`src/rtl/ramio_config.svh`:
```
//----------------------------------------------------------------------
// ramio configuration
// address widths, cache geometry, i/o map and uart bit timing
//----------------------------------------------------------------------
`ifndef RAMIO_CONFIG_SVH
`define RAMIO_CONFIG_SVH

// client side bus widths
`define RAMIO_ADDR_W 32
`define RAMIO_DATA_W 32

// burst ram depth, addressed in 64-bit words
`define RAMIO_RAM_ADDR_W 10

// 2^n lines of 8 bytes each
`define RAMIO_CACHE_IDX_W 2

// memory mapped i/o words at the top of the address space
`define RAMIO_ADDR_LED 32'hffff_fffc
`define RAMIO_ADDR_UART_OUT 32'hffff_fff8
`define RAMIO_ADDR_UART_IN 32'hffff_fff4

// clock / baud, kept small so simulation stays short
`define RAMIO_CLKS_PER_BIT 8

// read latency of the burst ram model, in clocks
`define RAMIO_RAM_RD_DELAY 4

`endif
```
`src/rtl/ramio_pkg.sv`:
```
//----------------------------------------------------------------------
// ramio types
// access request encodings, burst ram command and fsm states
//----------------------------------------------------------------------
`include "ramio_config.svh"
`default_nettype none

package ramio_pkg;

  // size of a client access, none means no read or no write
  typedef enum logic [1:0] {
    acc_none = 2'd0,
    acc_byte = 2'd1,
    acc_half = 2'd2,
    acc_word = 2'd3
  } access_size_e;

  // read request, sign_ext only matters for byte and half
  typedef struct packed {
    logic         sign_ext;
    access_size_e size;
  } read_req_t;

  typedef struct packed {
    access_size_e size;
  } write_req_t;

  // one command to the burst ram, valid while br_cmd_en is high
  typedef struct packed {
    logic                         write;
    logic [`RAMIO_RAM_ADDR_W-1:0] addr;
    logic [63:0]                  wr_data;
    logic [7:0]                   data_mask;
  } br_cmd_t;

  typedef enum logic [1:0] {
    cs_idle       = 2'd0,
    cs_write_back = 2'd1,
    cs_fill_req   = 2'd2,
    cs_fill_wait  = 2'd3
  } cache_state_e;

  // shared by transmitter and receiver
  typedef enum logic [1:0] {
    us_idle  = 2'd0,
    us_start = 2'd1,
    us_data  = 2'd2,
    us_stop  = 2'd3
  } uart_state_e;

endpackage

`default_nettype wire

```
`src/rtl/ramio.sv`:
```
//----------------------------------------------------------------------
// ramio bridge
// decodes leds and uart words, routes the rest to the cache, aligns
// write lanes and extends read data by access size
//----------------------------------------------------------------------
`include "ramio_config.svh"
`default_nettype none

module ramio
  import ramio_pkg::*;
(
  input  wire                      clk,
  input  wire                      rst_n,
  input  wire                      enable,
  input  wire read_req_t           rd,
  input  wire write_req_t          wr,
  input  wire [`RAMIO_ADDR_W-1:0]  address,
  input  wire [`RAMIO_DATA_W-1:0]  data_in,
  output logic [`RAMIO_DATA_W-1:0] data_out,
  output logic                     data_out_ready,
  output logic                     busy,
  output logic [3:0]               led,
  output logic                     uart_tx,
  input  wire                      uart_rx,
  output logic                     br_cmd_en,
  output br_cmd_t                  br_cmd,
  input  wire [63:0]               br_rd_data,
  input  wire                      br_rd_data_valid
);

  // address decode, done once
  logic is_led;
  logic is_out;
  logic is_in;
  logic is_io;
  logic rd_req;
  logic wr_req;

  assign is_led = (address == `RAMIO_ADDR_LED);
  assign is_out = (address == `RAMIO_ADDR_UART_OUT);
  assign is_in  = (address == `RAMIO_ADDR_UART_IN);
  assign is_io  = is_led || is_out || is_in;
  assign rd_req = enable && (rd.size != acc_none);
  assign wr_req = enable && (wr.size != acc_none);

  // cache side
  logic                     cache_en;
  logic [`RAMIO_ADDR_W-1:0] cache_address;
  logic [`RAMIO_DATA_W-1:0] cache_data_in;
  logic [3:0]               cache_we;
  logic [`RAMIO_DATA_W-1:0] cache_data_out;
  logic                     cache_data_out_ready;
  logic                     cache_busy;

  assign cache_en      = enable && !is_io;
  assign cache_address = {address[`RAMIO_ADDR_W-1:2], 2'b00};

  // i/o answers in the same cycle
  assign busy           = is_io ? 1'b0 : cache_busy;
  assign data_out_ready = is_io ? 1'b1 : cache_data_out_ready;

  // write lanes: data is replicated, the byte enable picks the lane
  always_comb begin
    cache_data_in = data_in;
    cache_we      = 4'b0000;
    unique case (wr.size)
      acc_byte: begin
        cache_data_in = {4{data_in[7:0]}};
        cache_we      = 4'b0001 << address[1:0];
      end
      acc_half: begin
        cache_data_in = {2{data_in[15:0]}};
        // odd half-word address writes nothing
        if (!address[0]) begin
          cache_we = 4'b0011 << address[1:0];
        end
      end
      acc_word: begin
        if (address[1:0] == 2'b00) begin
          cache_we = 4'b1111;
        end
      end
      default: ;
    endcase
  end

  // read: lane at address[1:0] moved down, then extended
  logic [`RAMIO_DATA_W-1:0] lane;
  logic [`RAMIO_DATA_W-1:0] mem_data;
  logic [`RAMIO_DATA_W-1:0] uart_out_reg;
  logic [`RAMIO_DATA_W-1:0] uart_in_reg;

  assign lane = cache_data_out >> {address[1:0], 3'b000};

  always_comb begin
    unique case (rd.size)
      acc_byte: mem_data = {{24{rd.sign_ext & lane[7]}}, lane[7:0]};
      acc_half: mem_data = address[0] ? '0 : {{16{rd.sign_ext & lane[15]}}, lane[15:0]};
      acc_word: mem_data = (address[1:0] == 2'b00) ? lane : '0;
      default:  mem_data = '0;
    endcase
  end

  always_comb begin
    data_out = '0;
    if (rd_req) begin
      if (is_out) begin
        data_out = uart_out_reg;
      end else if (is_in) begin
        data_out = uart_in_reg;
      end else if (is_led) begin
        data_out = {28'h0, led};
      end else begin
        data_out = mem_data;
      end
    end
  end

  // uart handshake levels
  logic       tx_go;
  logic       tx_go_prev;
  logic       tx_bsy;
  logic       rx_go;
  logic       rx_data_ready;
  logic [7:0] rx_data;

  always_ff @(posedge clk) begin
    if (!rst_n) begin
      led          <= 4'b1111;
      uart_out_reg <= '1;
      uart_in_reg  <= '1;
      tx_go        <= 1'b0;
      tx_go_prev   <= 1'b0;
      rx_go        <= 1'b1;
    end else begin
      tx_go_prev <= 1'b0;
      // reading uart in empties it
      if (rd_req && is_in) begin
        uart_in_reg <= '1;
      end
      // new byte wins over the clear, go drops one cycle as acknowledge
      if (rx_go && rx_data_ready) begin
        uart_in_reg <= {24'h0, rx_data};
        rx_go       <= 1'b0;
      end else if (!rx_go) begin
        rx_go <= 1'b1;
      end
      // transmitter done; bsy is not up yet in the cycle after go rose
      if (tx_go && !tx_bsy && !tx_go_prev) begin
        tx_go        <= 1'b0;
        uart_out_reg <= '1;
      end
      if (wr_req && is_out) begin
        uart_out_reg <= {24'h0, data_in[7:0]};
        tx_go        <= 1'b1;
        tx_go_prev   <= 1'b1;
      end
      // leds are active low, written as given
      if (wr_req && is_led) begin
        led <= data_in[3:0];
      end
    end
  end

  cache cache_i (
    .clk              (clk),
    .rst_n            (rst_n),
    .en               (cache_en),
    .address          (cache_address),
    .data_in          (cache_data_in),
    .write_enable     (cache_we),
    .data_out         (cache_data_out),
    .data_out_ready   (cache_data_out_ready),
    .busy             (cache_busy),
    .br_cmd_en        (br_cmd_en),
    .br_cmd           (br_cmd),
    .br_rd_data       (br_rd_data),
    .br_rd_data_valid (br_rd_data_valid)
  );

  uart_tx #(.CLKS_PER_BIT(`RAMIO_CLKS_PER_BIT)) uart_tx_i (
    .clk   (clk),
    .rst_n (rst_n),
    .go    (tx_go),
    .data  (uart_out_reg[7:0]),
    .tx    (uart_tx),
    .bsy   (tx_bsy)
  );

  uart_rx #(.CLKS_PER_BIT(`RAMIO_CLKS_PER_BIT)) uart_rx_i (
    .clk        (clk),
    .rst_n      (rst_n),
    .rx         (uart_rx),
    .go         (rx_go),
    .data       (rx_data),
    .data_ready (rx_data_ready)
  );

endmodule

`default_nettype wire

```
`src/rtl/uart_rx.sv`:
```
//----------------------------------------------------------------------
// uart receiver, 8N1
// samples mid bit, drops frames with a bad stop bit
//----------------------------------------------------------------------
`default_nettype none

module uart_rx
  import ramio_pkg::*;
#(
  parameter int CLKS_PER_BIT = 8
) (
  input  wire        clk,
  input  wire        rst_n,
  input  wire        rx,
  input  wire        go,
  output logic [7:0] data,
  output logic       data_ready
);

  localparam int CNT_W = $clog2(CLKS_PER_BIT + 1);
  localparam logic [CNT_W-1:0] BIT_END  = CNT_W'(CLKS_PER_BIT - 1);
  localparam logic [CNT_W-1:0] HALF_END = CNT_W'(CLKS_PER_BIT / 2 - 1);

  uart_state_e      state;
  logic [CNT_W-1:0] cnt;
  logic [2:0]       bit_idx;
  logic [7:0]       shift;
  // [0],[1] synchronizer, [2] previous synced level for edge detect
  logic [2:0]       rx_sync;
  logic             rx_s;
  logic             bit_end;

  assign rx_s    = rx_sync[1];
  assign bit_end = (cnt == BIT_END);

  always_ff @(posedge clk) begin
    if (!rst_n) begin
      state      <= us_idle;
      rx_sync    <= 3'b111;
      cnt        <= '0;
      bit_idx    <= '0;
      data_ready <= 1'b0;
    end else begin
      rx_sync <= {rx_sync[1:0], rx};
      // go low is the acknowledge
      if (!go) begin
        data_ready <= 1'b0;
      end
      unique case (state)
        us_idle: begin
          // falling edge starts a frame
          if (rx_sync[2] && !rx_s) begin
            cnt   <= '0;
            state <= us_start;
          end
        end
        us_start: begin
          // half a bit in, start bit must still be low, else it was a glitch
          if (cnt == HALF_END) begin
            cnt     <= '0;
            bit_idx <= '0;
            state   <= rx_s ? us_idle : us_data;
          end else begin
            cnt <= cnt + 1'b1;
          end
        end
        us_data: begin
          if (bit_end) begin
            cnt <= '0;
            if (bit_idx == 3'd7) begin
              state <= us_stop;
            end else begin
              bit_idx <= bit_idx + 1'b1;
            end
          end else begin
            cnt <= cnt + 1'b1;
          end
        end
        us_stop: begin
          if (bit_end) begin
            state <= us_idle;
            if (rx_s) begin
              data_ready <= 1'b1;
            end
          end else begin
            cnt <= cnt + 1'b1;
          end
        end
      endcase
    end
  end

  // data bits shift in from the top, lsb first on the line
  always_ff @(posedge clk) begin
    if (state == us_data && bit_end) begin
      shift <= {rx_s, shift[7:1]};
    end
    if (state == us_stop && bit_end && rx_s) begin
      data <= shift;
    end
  end

endmodule

`default_nettype wire

```
`src/rtl/uart_tx.sv`:
```
//----------------------------------------------------------------------
// uart transmitter, 8N1
// sends one byte per go, bsy high while the frame is on the line
//----------------------------------------------------------------------
`default_nettype none

module uart_tx
  import ramio_pkg::*;
#(
  parameter int CLKS_PER_BIT = 8
) (
  input  wire       clk,
  input  wire       rst_n,
  input  wire       go,
  input  wire [7:0] data,
  output logic      tx,
  output logic      bsy
);

  localparam int CNT_W = $clog2(CLKS_PER_BIT + 1);
  localparam logic [CNT_W-1:0] BIT_END = CNT_W'(CLKS_PER_BIT - 1);

  uart_state_e      state;
  logic [CNT_W-1:0] cnt;
  logic [2:0]       bit_idx;
  logic [7:0]       shift;

  always_ff @(posedge clk) begin
    if (!rst_n) begin
      state   <= us_idle;
      tx      <= 1'b1;
      bsy     <= 1'b0;
      cnt     <= '0;
      bit_idx <= '0;
    end else begin
      unique case (state)
        us_idle: begin
          if (go) begin
            // start bit goes out right away
            tx    <= 1'b0;
            bsy   <= 1'b1;
            cnt   <= '0;
            state <= us_start;
          end
        end
        us_start: begin
          if (cnt == BIT_END) begin
            cnt     <= '0;
            bit_idx <= '0;
            tx      <= shift[0];
            state   <= us_data;
          end else begin
            cnt <= cnt + 1'b1;
          end
        end
        us_data: begin
          if (cnt == BIT_END) begin
            cnt <= '0;
            if (bit_idx == 3'd7) begin
              tx    <= 1'b1;
              state <= us_stop;
            end else begin
              bit_idx <= bit_idx + 1'b1;
              tx      <= shift[1];
            end
          end else begin
            cnt <= cnt + 1'b1;
          end
        end
        us_stop: begin
          // stop bit done: drop bsy, then hold until go is released
          if (cnt == BIT_END) begin
            bsy <= 1'b0;
            if (!go) begin
              state <= us_idle;
            end
          end else begin
            cnt <= cnt + 1'b1;
          end
        end
      endcase
    end
  end

  // byte latched on go, lsb first
  always_ff @(posedge clk) begin
    if (state == us_idle && go) begin
      shift <= data;
    end else if (state == us_data && cnt == BIT_END) begin
      shift <= shift >> 1;
    end
  end

endmodule

`default_nettype wire

```
`src/rtl/cache.sv`:
```
//----------------------------------------------------------------------
// direct-mapped write-back cache
// 32-bit word port in front of a 64-bit burst ram, one word per line
//----------------------------------------------------------------------
`include "ramio_config.svh"
`default_nettype none

module cache
  import ramio_pkg::*;
(
  input  wire                      clk,
  input  wire                      rst_n,
  input  wire                      en,
  input  wire [`RAMIO_ADDR_W-1:0]  address,
  input  wire [`RAMIO_DATA_W-1:0]  data_in,
  input  wire [3:0]                write_enable,
  output logic [`RAMIO_DATA_W-1:0] data_out,
  output logic                     data_out_ready,
  output logic                     busy,
  output logic                     br_cmd_en,
  output br_cmd_t                  br_cmd,
  input  wire [63:0]               br_rd_data,
  input  wire                      br_rd_data_valid
);

  localparam int IDX_W = `RAMIO_CACHE_IDX_W;
  localparam int TAG_W = `RAMIO_RAM_ADDR_W - IDX_W;
  localparam int LINES = 1 << IDX_W;

  // line storage
  logic [63:0]      line_data  [LINES];
  logic [TAG_W-1:0] line_tag   [LINES];
  logic [LINES-1:0] line_valid;
  logic [LINES-1:0] line_dirty;

  cache_state_e state;

  // address split: | tag | index | word | byte |
  logic [IDX_W-1:0] idx;
  logic [TAG_W-1:0] tag;
  logic             word_sel;
  logic             hit;
  logic             lookup;
  logic [63:0]      merged;

  assign word_sel = address[2];
  assign idx      = address[3 +: IDX_W];
  assign tag      = address[3 + IDX_W +: TAG_W];
  assign hit      = line_valid[idx] && (line_tag[idx] == tag);

  // a request is looked at only in idle, and not in the cycle its result is out,
  // since the client still holds it then
  assign lookup = (state == cs_idle) && en && !data_out_ready;

  // current line with the enabled bytes of data_in merged into the selected word
  always_comb begin
    merged = line_data[idx];
    for (int b = 0; b < 4; b++) begin
      if (write_enable[b]) begin
        merged[word_sel * 32 + b * 8 +: 8] = data_in[b * 8 +: 8];
      end
    end
  end

  // control: state, valid/dirty bits and handshake levels
  always_ff @(posedge clk) begin
    if (!rst_n) begin
      state          <= cs_idle;
      line_valid     <= '0;
      line_dirty     <= '0;
      busy           <= 1'b0;
      data_out_ready <= 1'b0;
      br_cmd_en      <= 1'b0;
    end else begin
      // commands and ready are single cycle pulses
      br_cmd_en      <= 1'b0;
      data_out_ready <= 1'b0;
      unique case (state)
        cs_idle: begin
          if (lookup && hit) begin
            data_out_ready <= 1'b1;
            busy           <= 1'b0;
            if (|write_enable) begin
              line_dirty[idx] <= 1'b1;
            end
          end else if (lookup) begin
            busy <= 1'b1;
            // dirty victim goes out first
            if (line_valid[idx] && line_dirty[idx]) begin
              br_cmd_en <= 1'b1;
              state     <= cs_write_back;
            end else begin
              state <= cs_fill_req;
            end
          end
        end
        // write-back command is on the bus this cycle
        cs_write_back: state <= cs_fill_req;
        cs_fill_req: begin
          br_cmd_en <= 1'b1;
          state     <= cs_fill_wait;
        end
        cs_fill_wait: begin
          if (br_rd_data_valid) begin
            line_valid[idx] <= 1'b1;
            line_dirty[idx] <= 1'b0;
            // back to idle, the held request then hits
            state <= cs_idle;
          end
        end
      endcase
    end
  end

  // payload: line data, tags, read word and ram command
  always_ff @(posedge clk) begin
    if (lookup && hit) begin
      line_data[idx] <= merged;
      data_out       <= word_sel ? merged[63:32] : merged[31:0];
    end
    if (state == cs_fill_wait && br_rd_data_valid) begin
      line_data[idx] <= br_rd_data;
      line_tag[idx]  <= tag;
    end
    if (lookup && !hit) begin
      // victim address rebuilt from its stored tag
      br_cmd <= '{write: 1'b1, addr: {line_tag[idx], idx},
                  wr_data: line_data[idx], data_mask: 8'h00};
    end
    if (state == cs_fill_req) begin
      br_cmd <= '{write: 1'b0, addr: address[3 +: `RAMIO_RAM_ADDR_W],
                  wr_data: line_data[idx], data_mask: 8'h00};
    end
  end

endmodule

`default_nettype wire

```
`config.mk`:
```
export PLATFORM = sky130hd
export DESIGN_NAME = ramio
export DESIGN_NICKNAME = d
export VERILOG_FILES = /design/src/rtl/ramio_pkg.sv /design/src/rtl/ramio.sv /design/src/rtl/uart_rx.sv /design/src/rtl/uart_tx.sv /design/src/rtl/cache.sv
export VERILOG_INCLUDE_DIRS = /design/src /design/src/rtl
export SDC_FILE = /design/constraint.sdc
export NUM_CORES = 1
export LEC_CHECK = 0
export BUFFER_PORTS_ARGS = -buffer_cell sky130_fd_sc_hd__buf_2
export CORE_MARGIN = 2
export CORE_UTILIZATION = 30
export CTS_CLUSTER_SIZE = 10
export DETAILED_ROUTE_END_ITERATION = 8
export PLACE_DENSITY = 0.45
export RECOVER_POWER = 25
export SLEW_MARGIN = 20
export SYNTH_ARGS = -nofsm -noshare
export SYNTH_HDL_FRONTEND = slang
export SYNTH_SLANG_ARGS = --single-unit
export TNS_END_PERCENT = 10
```
`constraint.sdc`:
```
create_clock -name clk -period 8.9 [get_ports clk]
set_input_delay 0.89 -clock clk [delete_from_list [all_inputs] [get_ports clk]]
set_output_delay 0.89 -clock clk [all_outputs]
set_load 0.05 [all_outputs]
```
# [After elaboration in Yosys (flattened, before gate mapping)]
# Memories as Yosys holds them, arrays and structs flattened.
# Index checks and enable logic that the tools add are counted.
[word_totals] register_bits=239 ramBits=288 inputBits=138 output_inout_bits=123 elab_cells=271 memories=2
[classes] n_addsub=11 order_cmp=2 n_eq_ne=44 n_shift=11 muxes=103 bitwise=7 n_reduce_logical=62
[memory_table] memory="cache_i.line_data" words=4 word_bits=64 rd=1 rd_clocked_by_memory_dff=0 wr=1 line_no="cache.sv:31" source="logic [63:0] line_data [LINES];"
[memory_table] memory="cache_i.line_tag" words=4 word_bits=8 rd=1 rd_clocked_by_memory_dff=0 wr=1 line_no="cache.sv:32" source="logic [TAG_W-1:0] line_tag [LINES];"
[op_table] operator="32-bit 2-to-1 mux" count=11
[op_table] operator="64-bit 2-to-1 mux" count=5
[op_table] operator="64-bit bitwise mux" count=4
[op_table] operator="8-bit by 34-bit variable shift with 64-bit output, first input constant" count=4
[op_table] operator="8-bit by 34-bit indexed part select with 64-bit output" count=4
[op_table] operator="82-bit 2-to-1 mux" count=2
[op_table] operator="32-bit negation with 34-bit output" count=3
[op_table] operator="32-bit equality test, second input constant" count=3
[op_table] operator="32-bit case mux with 3 select lines" count=1
[op_table] operator="32-bit case mux with 2 select lines" count=1
[op_table] operator="4-bit 2-to-1 mux" count=12
[op_table] operator="6-bit negation with 34-bit output" count=1
[op_table] operator="2-bit 2-to-1 mux" count=16
[op_table] operator="32-bit by 5-bit >> shifter with 32-bit output" count=1
[op_table] operator="1-bit 2-to-1 mux" count=28
[op_table] operator="2-bit case mux with 4 select lines" count=3
[op_table] operator="4-bit case mux with 3 select lines" count=2
[op_table] operator="1-bit logical AND" count=23
[op_table] operator="2-bit nonzero test" count=11
[op_table] operator="2-bit equality test, second input constant" count=10
[op_table] operator="2-bit by 1-bit != test with 1-bit output, second input constant" count=10
[op_table] operator="2-bit != test, second input constant" count=10
[op_table] operator="3-bit 2-to-1 mux" count=6
[op_table] operator="8-bit 2-to-1 mux" count=2
[op_table] operator="other kinds (36)" count=67

# [Logic depth before layout (Yosys ltp)]
# Gate-level depths: netlist of run 1.
[depth] word_depth=12 mapped_depth=10 mapped_depth_nobuf=9

# [Modules after synthesis]
# From an unflattened synthesis of run 1, not the netlist that was laid out.
[hier_totals] cells_unflattened=1481 area_unflattened_um2=21252.9
[modules_own_cells] mod="cache" instances=1 cells_each=949 area_per_inst_um2=16527.1 seq_area_each_um2=12111.6
[modules_own_cells] mod="ramio" instances=1 cells_each=350 area_per_inst_um2=2566.2 seq_area_each_um2=500.5
[modules_own_cells] mod="uart_rx" instances=1 cells_each=90 area_per_inst_um2=1169.9 seq_area_each_um2=740.7
[modules_own_cells] mod="uart_tx" instances=1 cells_each=92 area_per_inst_um2=989.7 seq_area_each_um2=460.4

# [Worst setup path after synthesis of run 1]
# No wires, ideal clock.
[synth_path] kind="in2reg" from="input address[3]" to="memory cache_i.line_data[0][0] (enable)" setup_ns=0.565 arrival_time_ns=6.755 required_ns=8.335 slack_ns=1.580 stages=8 n_path_buf=2 path_cell_list="buf_2 -> buf_6 -> mux4_2 -> xnor2_1 -> nand2_1 -> nor3_4 -> a21oi_1 -> nor3_1"
[synth_between] elab_chain_len=11 elab_cells_between_ends=18 classes_between="eq/ne: 4; mux: 4; bitwise: 1; reduce/logical: 8; memory: 1"
[synth_lines] element="start, declared" line_no="ramio.sv:17" source="input wire [`RAMIO_ADDR_W-1:0] address,"
[synth_lines] element="32-bit equality test (no line)"
[synth_lines] element="1-bit logical OR (2 in series)" line_no="ramio.sv:42" source="assign is_io = is_led || is_out || is_in;"
[synth_lines] element="1-bit zero test" line_no="ramio.sv:55" source="assign cache_en = enable && !is_io;"
[synth_lines] element="1-bit logical AND" line_no="ramio.sv:55"
[synth_lines] element="1-bit logical AND (2 in series)" line_no="cache.sv:53" source="assign lookup = (state == cs_idle) && en && !data_out_ready;"
[synth_lines] element="1-bit logical AND" line_no="cache.sv:117" source="if (lookup && hit) begin"
[synth_lines] element="1-bit 2-to-1 mux" line_no="cache.sv:117"
[synth_lines] element="1-bit 2-to-1 mux (not written as such)" line_no="cache.sv:118" source="line_data[idx] <= merged;"
[synth_lines] element="1-bit OR (no line)"
[synth_lines] element="end, declared" line_no="cache.sv:31"
# Parallel ways exist; a longest one is shown, timed or not. The select of a mux whose other input is x is not followed.

# [Worst setup path in the final report of run 1]
[layout_path] from="input address[4]" to="output data_out[23]"
[layout_between] elab_chain_len=5 elab_cells_between_ends=7 classes_between="eq/ne: 3; mux: 4"
[layout_lines] element="32-bit equality test (no line)"
[layout_lines] element="32-bit 2-to-1 mux" line_no="ramio.sv:111" source="end else if (is_led) begin"
[layout_lines] element="32-bit 2-to-1 mux" line_no="ramio.sv:109" source="end else if (is_in) begin"
[layout_lines] element="32-bit 2-to-1 mux (*)" line_no="ramio.sv:107" source="if (is_out) begin"
[layout_lines] element="32-bit 2-to-1 mux (*)" line_no="ramio.sv:106" source="if (rd_req) begin"
[layout_lines] element="end, declared" line_no="ramio.sv:19" source="output logic [`RAMIO_DATA_W-1:0] data_out,"
# Mark *: on every way between the ends. The rest lies on a longest branch, timed or not.

==> results of run 1 <==
## worst paths after layout
path | end | slack (ns) | depth (start not counted)
min | uart_rx_i.data[0] | 0.42 | 0
max reg2reg | cache_i.line_data[2][62] | 5.17 | 7
min reg2reg | uart_rx_i.data[0] | 0.42 | 0
max | data_out[23] | 2.21 | 8
## layer usage
metal	vias up	global-route usage (%)	wire [um]
met5	-	0	50
li1	6176	-	-
met2	458	29.56	31340
met3	101	3.610	3969
met1	6805	24.25	28010
met4	8	5.662	1722
## area by class of cell
cell class	instances	area share (%)
diodes	1	0.01008
clock buffers	84	6.659
clock inverters	11	0.3781
inverters	24	0.3630
multi-input cells	894	27.10
flip-flops and latches	481	55.65
well taps	931	4.693
repair buffers	271	5.147
## synthesized netlist by cell type, drive strengths merged, types with 5 or more instances
cell	n	area, sq um
a211o	5	43.79
a211oi	6	45.04
a21o	18	135.1
a21oi	92	460.4
a22oi	22	165.2
a31oi	6	43.79
a32oi	5	43.79
and3	7	43.79
buf	33	182.7
clkbuf	61	229.0
dfxtp	63	1261
edfxtp	418	12550
ha	18	225.2
inv	23	86.33
mux2	18	202.7
mux2i	76	760.7
mux4	82	1847
nand2	148	555.5
nand2b	19	118.9
nand3	8	40.04
nand4	15	93.84
nor2	115	434.2
nor2b	23	143.9
nor3	18	106.4
nor4	6	37.54
o211ai	8	60.06
o21ai	114	570.5
o22a	8	70.07
o31ai	6	50.05
or3	5	31.28
xnor2	8	70.07
## logic make-up after synthesis
| kind of cell | after synthesis |
|---|---|
| buffers and inverters | 118 |
| adders and majority gates | 18 |
| and+or+nand+nor | 375 |
| xor gates and xnor gates | 9 |
| other | 1 |
| muxes | 176 |
| AOI/OAI and AO/OA | 308 |
| DFF | 481 |
## where the power goes
| part | internal (mW) | switching, mW |
|---|---|---|
| clock network | 1.30 | 0.906 |
| registers | 2.67 | 0.0509 |
| logic | 0.219 | 0.869 |
| total | 4.19 | 1.83 |
## worst max-delay path, cell delays in order
cell and delay, ns:
clkbuf_1 2.01, nand4_1 0.23, nor4_1 0.67, and3_1 0.43, nand2_1 0.45, o21bai_4 0.72, a21oi_1 0.09, buf_2 0.26
## stage by stage
stage | total power, mW | hold slack (ns) | instances | setup slack, ns
floorplan | 3.538 | 0.3863 | 1493 | 1.580
global placement | 3.895 | 0.4066 | 2601 | 3.296
detailed placement | 3.902 | 0.4054 | 2601 | 3.285
CTS | 6.128 | 0.4187 | 2696 | 3.404
global route | 6.250 | 0.4245 | 2696 | 1.888
finish | 6.017 | 0.4200 | 2697 | 2.208
==> impl_metrics.json, run 1 <==
{
  "synth_xor_area_share_pct": 0.3763,
  "insertion_delay_ns": 0.61,
  "synth_top_family_by_area": "multiplexers",
  "yosys_warnings": 0,
  "ant_nets": 0,
  "synthSimpleGateAreaFrac_pct": 8.015,
  "fmax_mhz": 149.4,
  "rows": 96,
  "status": "complete, but fails checks",
  "top_regs": "cache_i.line_data x256, cache_i.br_cmd x75",
  "largest_register": "cache_i.line_data",
  "min_period_ns": 6.692,
  "gp_congestion": 0.8323,
  "critPathKind": "in2out",
  "dieArea_sq_mm": 0.07196,
  "slew_headroom_pct": -100.6,
  "seqCellArea_sq_mm": 0.01381,
  "synthDistinctLibCells": 58,
  "initial_utilization_pct": 30.44,
  "place_hpwl_um": 45500,
  "core_sq_mm": 0.06883,
  "drc": 0,
  "cap_violations": 4,
  "cts_tree": "built",
  "grt_setup_unrepaired": "no",
  "period_share_pct": 75.20,
  "largest_reg_flops": 256,
  "required_ns": 8.01,
  "final_common_cell": "edfxtp_1",
  "fin_area_sq_mm": 0.02482,
  "cts_root_buf": "clkbuf_16",
  "multiInputGateArea_sq_mm": 0.006725,
  "layout.nets": 1886,
  "grt_pass1_wl_um": 93850,
  "cts_resized": 0,
  "fillers": 6714,
  "max_slew.worst_pin.slew_ns": 3.009,
  "cp-start-kind": "input pin",
  "min_path_type": "reg2reg",
  "synthAdderAreaFrac_pct": 1.075,
  "layout_common_cells": "edfxtp_1, buf_2, nand2_1",
  "top_level_ports": 261,
  "first_pass_iters": 7,
  "place_area_sq_mm": 0.02318,
  "violations": "max-capacitance violations, max-slew violations",
  "vdd.ir_drop.worst_mv": 0.1754,
  "synth_edf_count": 418,
  "drive_above_1_share_pct": 20.62,
  "synth_compound_area_share_pct": 8.768,
  "leakage_nw": 8.377,
  "fp.dieW_um": 268.3,
  "setup-violations-final": 0,
  "reg2reg_from": "cache_i.line_tag[3][0]",
  "synthArstFlopShare_pct": 0,
  "viasPerCell": 5.023,
  "numPortBuffers": 252,
  "cp_max_fo": 42,
  "track_usage_pct": 18.10,
  "grt_pass1_vias": 13750,
  "power_per_cell_area_mw_per_mm2": 242.4,
  "clock_sinks": 481,
  "syn-instance-count": 1486,
  "antenna_found_initial": 6,
  "cts.htree.levels": 2,
  "synthMuxAreaShare_pct": 13.41,
  "grt_overflow": 0,
  "cts_hold_buffers": 0,
  "clk_pin_slew_ns": 0.05,
  "drv_slew": 115,
  "vias": 13550,
  "setup.worst_path.start": "address[4]",
  "clockBufferDepth": 3,
  "critPathArrivalTime_ns": 5.80,
  "area_delta_synth_final_pct": 18.48,
  "hold_viol": 0,
  "setup_tns_ns": 0,
  "dr.first_iter.drc_count": 1027,
  "syn_area_sq_mm": 0.02095,
  "grt_max_degree": 91,
  "synth-seq-cells": 481,
  "postCtsSetupRepairBufs": 0,
  "cts_buffers": 58,
  "fin_util_pct": 36.06,
  "ys.flop_type": "edfxtp_1",
  "finClkSkew_ns": 0.01691,
  "syn_avg_cell_area_sq_um": 14.10,
  "min_from": "uart_rx_i.shift[0]",
  "wire_per_inst_um": 24.13,
  "fp.dieH_um": 268.3,
  "yosysSeqAreaShare_pct": 65.94,
  "wl_um": 65090,
  "endpoint_kind": "output port"
}
Power figures use the tool's default switching activity.
==> inputs of run 2 (changes only) <==
ABC_AREA = 1   (was default)
PLACE_DENSITY = 0.46   (was 0.45)
clock period = 5.8 ns   (was 8.9 ns; I/O delays follow)
==> impl_metrics.json, run 2 <==
{
  "whs_endpoint": "uart_rx_i.rx_sync[0]",
  "ff2ff_path_depth": 7,
  "place_hpwl_um": 48590,
  "hold_depth": 2,
  "initial_utilization_pct": 30.28,
  "dieArea_sq_mm": 0.07281,
  "grtUsageMet3_pct": 4.347,
  "leakage_nw": 9.815,
  "path_cells": "clkbuf_1 > nand2_1 > inv_1 > buf_4 > a221oi_1 > inv_1 > o21ai_0 > o21ai_0",
  "cap_violations": 1,
  "synth_compound_area_share_pct": 13.14,
  "status": "complete, but fails checks",
  "fin_area_sq_mm": 0.02513,
  "synthMuxAreaShare_pct": 1.074,
  "synth_area_leaders": "edfxtp_1, nand2_1, dfxtp_1",
  "drv_slew": 40,
  "largest_reg_flops": 256,
  "p_int_mw": 6.349,
  "top_regs": "cache_i.line_data x256, cache_i.br_cmd x75",
  "endpoint_kind": "flip-flop",
  "cts.htree.levels": 2,
  "synth_edf_count": 418,
  "pwr-share-clk_pct": 35.5,
  "cp_max_fo": 40,
  "core_sq_mm": 0.07003,
  "ant_nets": 0,
  "critPathBufInv": 4,
  "drive_above_1_share_pct": 12.63,
  "globalRoute.busiestLayer": "met2",
  "first_pass_iters": 6,
  "vdd.ir_drop.worst_mv": 0.2386,
  "setup-violations-final": 0,
  "cts_resized": 0,
  "power_per_cell_area_mw_per_mm2": 370.5,
  "syn_area_sq_mm": 0.02120,
  "cts_tree": "built",
  "cts_hold_buffers": 0,
  "syn-instance-count": 1983,
  "min_path_type": "in2reg",
  "synth_top_family_by_area": "compound AO/OA/AOI/OAI gates",
  "period_share_pct": 75.28,
  "p_sw_share_pct": 31.82,
  "use_met1_pct": 25.27,
  "postCtsSetupRepairBufs": 0,
  "yosys.area.top_type": "edfxtp_1",
  "synthSimpleGateAreaFrac_pct": 13.04,
  "max_stage_delay_ns": 1.42,
  "cp-start-kind": "input pin",
  "layout.nets": 2390,
  "clockBufferDepth": 3,
  "yosys_warnings": 0,
  "synth-seq-cells": 481,
  "grt_pass1_wl_um": 102700,
  "fin_util_pct": 35.89,
  "violations": "max-capacitance violations, max-slew violations",
  "wl_um": 69610,
  "dp_slack_ns": 1.472,
  "required_ns": 6.16,
  "comb_power_share_pct": 19.6,
  "wire_per_inst_um": 21.71,
  "r2r-end": "cache_i.line_data[0][61]",
  "critPathKind": "in2reg",
  "dr.first_iter.drc_count": 1330,
  "ys.flop_type": "edfxtp_1",
  "cts_root_buf": "clkbuf_16",
  "critPathArrivalTime_ns": 4.72,
  "yosysSeqAreaShare_pct": 65.15,
  "viasPerCell": 4.934,
  "track_usage_pct": 18.73,
  "fp.dieH_um": 269.8,
  "vias": 15820,
  "clock_sinks": 481,
  "cts_buffers": 57,
  "largest_register": "cache_i.line_data",
  "fillers": 7090,
  "switchingPower_mw": 2.963,
  "rows": 97,
  "cp_slowest_cell": "inv_1",
  "setup_slack_ns": 1.434,
  "grt_overflow": 0,
  "antenna_found_initial": 4,
  "pwr-share-seq_pct": 44.9,
  "syn_avg_cell_area_sq_um": 10.69,
  "grt_max_degree": 75,
  "synthTopCellsByCount": "nand2_1, edfxtp_1, inv_1",
  "gp_congestion": 0.8767,
  "met2_usage_pct": 30.36,
  "grt_pass1_vias": 15970,
  "slew_headroom_pct": -18.82,
  "crit_family": "buffers and inverters",
  "finClkSkew_ns": 0.02469,
  "reg2reg_from": "cache_i.state[1]",
  "fp.dieW_um": 269.8,
  "min_from": "uart_rx",
  "hold_viol": 0,
  "r2r_slack_ns": 2.45,
  "clk_pin_slew_ns": 0.06,
  "max_slew.worst_pin.slew_ns": 1.780,
  "synthMostInstantiatedCell": "nand2_1",
  "area_delta_synth_final_pct": 18.55,
  "numPortBuffers": 252,
  "fmax_mhz": 229.0,
  "synthAdderAreaFrac_pct": 1.062,
  "insertion_delay_ns": 0.62,
  "grt_setup_unrepaired": "no",
  "place_area_sq_mm": 0.02356,
  "yosysTopAreaCellShare_pct": 59.20,
  "layout_common_cells": "nand2_1, edfxtp_1, inv_1",
  "synthDistinctLibCells": 50,
  "min_period_ns": 4.366,
  "top_level_ports": 261,
  "final_common_cell": "nand2_1",
  "synthArstFlopShare_pct": 0,
  "drc": 0,
  "synth_xor_area_share_pct": 0.1239
}
[run 2: cell types whose count changed after synthesis, sizes merged, moves of 23 or more]
| cell | previous run | this run |
|---|---|---|
| nor2b | 23 | 0 |
| inv | 23 | 236 |
| nand2 | 148 | 430 |
| a21oi | 92 | 68 |
| mux4 | 82 | 0 |
| nor2 | 115 | 184 |
| o21ai | 114 | 163 |
| a22o | 4 | 37 |
| mux2i | 76 | 16 |
| nand3 | 8 | 34 |
| a221oi | 1 | 62 |
[run 2: per-layer routing]
layer / up-vias / part of all wire [%]
met4: 6 / 2.1
met1: 7741 / 45
li1: 7457 / -
met2: 519 / 46
met3: 97 / 6.8
met5: - / 0.059
[run 2: metrics by stage]
step                      hold WS [ns]  std cells  TNS, ns  power [mW]
final                           0.1726       3206        0       9.312
after global routing            0.1550       3205        0       9.675
after CTS                       0.1448       3205        0       9.455
after detailed placement        0.4067       3115        0       6.133
after global placement          0.4071       3115        0       6.119
after floorplan                 0.3925       1990   -8.398       5.564
[run 2: how the worst max path moves through the flow]
stage | start | endpoint | slack, ns | depth (start not counted)
2_1_floorplan | address[3] | cache_i.line_data[0][0] | -0.03 | 11
3_3_place_gp | address[4] | cache_i.line_data[0][22] | 1.52 | 15
3_5_place_dp | address[4] | cache_i.line_data[0][26] | 1.47 | 15
4_1_cts | address[0] | data_out[31] | 1.87 | 11
5_1_grt | address[3] | cache_i.line_data[0][2] | 1.09 | 7
6_report | address[3] | cache_i.data_out[26] | 1.43 | 8
[run 2: power groups by stage]
stage                     logic [mW]  clock network [mW]  registers [mW]
final                           1.82                3.31            4.18
after CTS                       1.89                3.38            4.19
after floorplan                0.647                   0            4.92
after detailed placement        1.88                   0            4.25
after global placement          1.87                   0            4.25
after global routing            1.96                3.51            4.21
[run 2: cell type report]
cell class                 count  area (sq um)  area share (%)
antenna                        1         2.502        0.009956
clock buffer                  81          1558           6.198
clock inverter                 9         121.4          0.4829
inverter                     239         899.6           3.579
multi-input combinational   1173          6137           24.42
sequential                   481         13810           54.96
tap                          940          1176           4.679
timing repair buffer         282          1426           5.675
[run 2: cell families (layout without fill, tap and decap cells)]
kind of cell	Yosys count	count (layout)
AO/OA/AOI/OAI	430	430
XOR/XNOR	3	3
adder cells (fa/ha/maj)	18	18
buffers and inverters	336	611
flip-flops	481	481
multiplexers	22	22
other	1	9
AND/OR/NAND/NOR	692	692
==> inputs of run 3 (changes only) <==
PLACE_DENSITY = 0.45   (was 0.46)
clock period = 4.15 ns   (was 5.8 ns; I/O delays follow)
==> impl_metrics.json, run 3 (synthesized netlist as in run 2, its figures left out) <==
{
  "cap_violations": 0,
  "grt_max_degree": 106,
  "drc": 0,
  "dr.first_iter.drc_count": 1441,
  "cts_root_buf": "clkbuf_16",
  "grt_overflow": 0,
  "cts.htree.levels": 2,
  "critPathKind": "reg2out",
  "finClkSkew_ns": 0.02278,
  "core_sq_mm": 0.07003,
  "dp_slack_ns": 0.4984,
  "top_regs": "cache_i.line_data x256, cache_i.br_cmd x75",
  "clockBufferDepth": 3,
  "endpoint_kind": "output port",
  "grt_pass1_vias": 15570,
  "slew_headroom_pct": 5.730,
  "wire_per_inst_um": 21.60,
  "viasPerCell": 4.935,
  "insertion_delay_ns": 0.62,
  "dieArea_sq_mm": 0.07281,
  "cts_tree": "built",
  "fmax_mhz": 260.7,
  "fp.dieH_um": 269.8,
  "critPathArrivalTime_ns": 3.42,
  "min_period_ns": 3.836,
  "layout_common_cells": "nand2_1, edfxtp_1, inv_1",
  "drive_above_1_share_pct": 12.53,
  "hold_viol": 0,
  "power_per_cell_area_mw_per_mm2": 515.4,
  "top_level_ports": 261,
  "cp-start-kind": "flip-flop",
  "leakage_nw": 9.820,
  "largest_reg_flops": 256,
  "largest_register": "cache_i.line_data",
  "place_hpwl_um": 46910,
  "fp.dieW_um": 269.8,
  "clk_pin_slew_ns": 0.06,
  "vias": 15830,
  "gp_congestion": 0.8718,
  "cts_buffers": 57,
  "ant_nets": 0,
  "track_usage_pct": 18.68,
  "layout.nets": 2393,
  "initial_utilization_pct": 30.28,
  "fin_area_sq_mm": 0.02515,
  "place_area_sq_mm": 0.02364,
  "rows": 97,
  "vdd.ir_drop.worst_mv": 0.2963,
  "drv_slew": 0,
  "grt_pass1_wl_um": 101800,
  "status": "finished clean",
  "fin_util_pct": 35.92,
  "cp_max_fo": 13,
  "setup_tns_ns": 0,
  "whs_ns": 0.1531,
  "max_slew.worst_pin.slew_ns": 1.414,
  "final_common_cell": "nand2_1",
  "antenna_found_initial": 1,
  "required_ns": 3.73,
  "area_delta_synth_final_pct": 18.64,
  "min_path_type": "in2reg",
  "setup_slack_ns": 0.3141,
  "setup-violations-final": 0,
  "period_share_pct": 92.43,
  "first_pass_iters": 6,
  "clock_sinks": 481,
  "numPortBuffers": 252,
  "grt_setup_unrepaired": "no",
  "wl_um": 69270
}
-- run 3: area by class of cell --
class | instances | area (sq um)
Antenna cell | 1 | 2.502
Clock buffer | 80 | 1554
Clock inverter | 8 | 92.59
Fill cell | 7109 | 44880
Inverter | 239 | 899.6
Multi-Input combinational cell | 1173 | 6108
Sequential cell | 481 | 13810
Tap cell | 940 | 1176
Timing Repair Buffer | 285 | 1506
-- run 3: what timing repair did --
item                      CTS  global route
buffers inserted            0             0
gates resized for setup     0             0
hold buffers                1             0
hold endpoints to repair    1             0
-- run 3: path summary, 6_finish.rpt --
| path | slack, ns | cells past startpoint | from | end |
|---|---|---|---|---|
| setup / recovery | 0.31 | 9 | cache_i.data_out[31] | data_out[31] |
| hold / removal | 0.15 | 3 | br_rd_data[31] | cache_i.line_data[1][31] |
| setup reg to reg | 1.53 | 14 | cache_i.line_tag[3][4] | cache_i.line_data[3][45] |
| hold reg to reg | 0.42 | 1 | uart_rx_i.rx_sync[0] | uart_rx_i.rx_sync[1] |
-- run 3: metrics by stage --
stage	instances	power, mW
floorplan	1990	7.776
global placement	3117	8.572
detailed placement	3117	8.583
CTS	3206	13.20
global route	3206	13.52
finish	3207	12.96
-- run 3: worst max-delay path: stages (launching register included) --
cell	delay (ns)
edfxtp_1	0.36
inv_1	0.21
o22ai_1	0.14
a221oi_2	0.32
nor2_1	0.07
nand2_1	0.29
nand2_1	0.41
o21ai_0	0.63
a21oi_1	0.13
buf_2	0.25
-- run 3: per-layer routing --
metal  share of wire, %  GRT usage, %  vias up  wire length [um]
met1                 46         26.25     7738             31630
met3                6.6         3.636       83              4591
met4                2.0         4.357        0              1356
met2                 46         29.72      546             31690
li1                   -             -     7460                 -
met5                  0             0        -                 0
-- run 3: power breakdown --
part | switching [mW] | internal (mW) | total, mW
Clock | 1.94 | 2.64 | 4.58
Combinational | 2.09 | 0.480 | 2.57
Sequential | 0.108 | 5.71 | 5.82
Total | 4.14 | 8.83 | 13.0
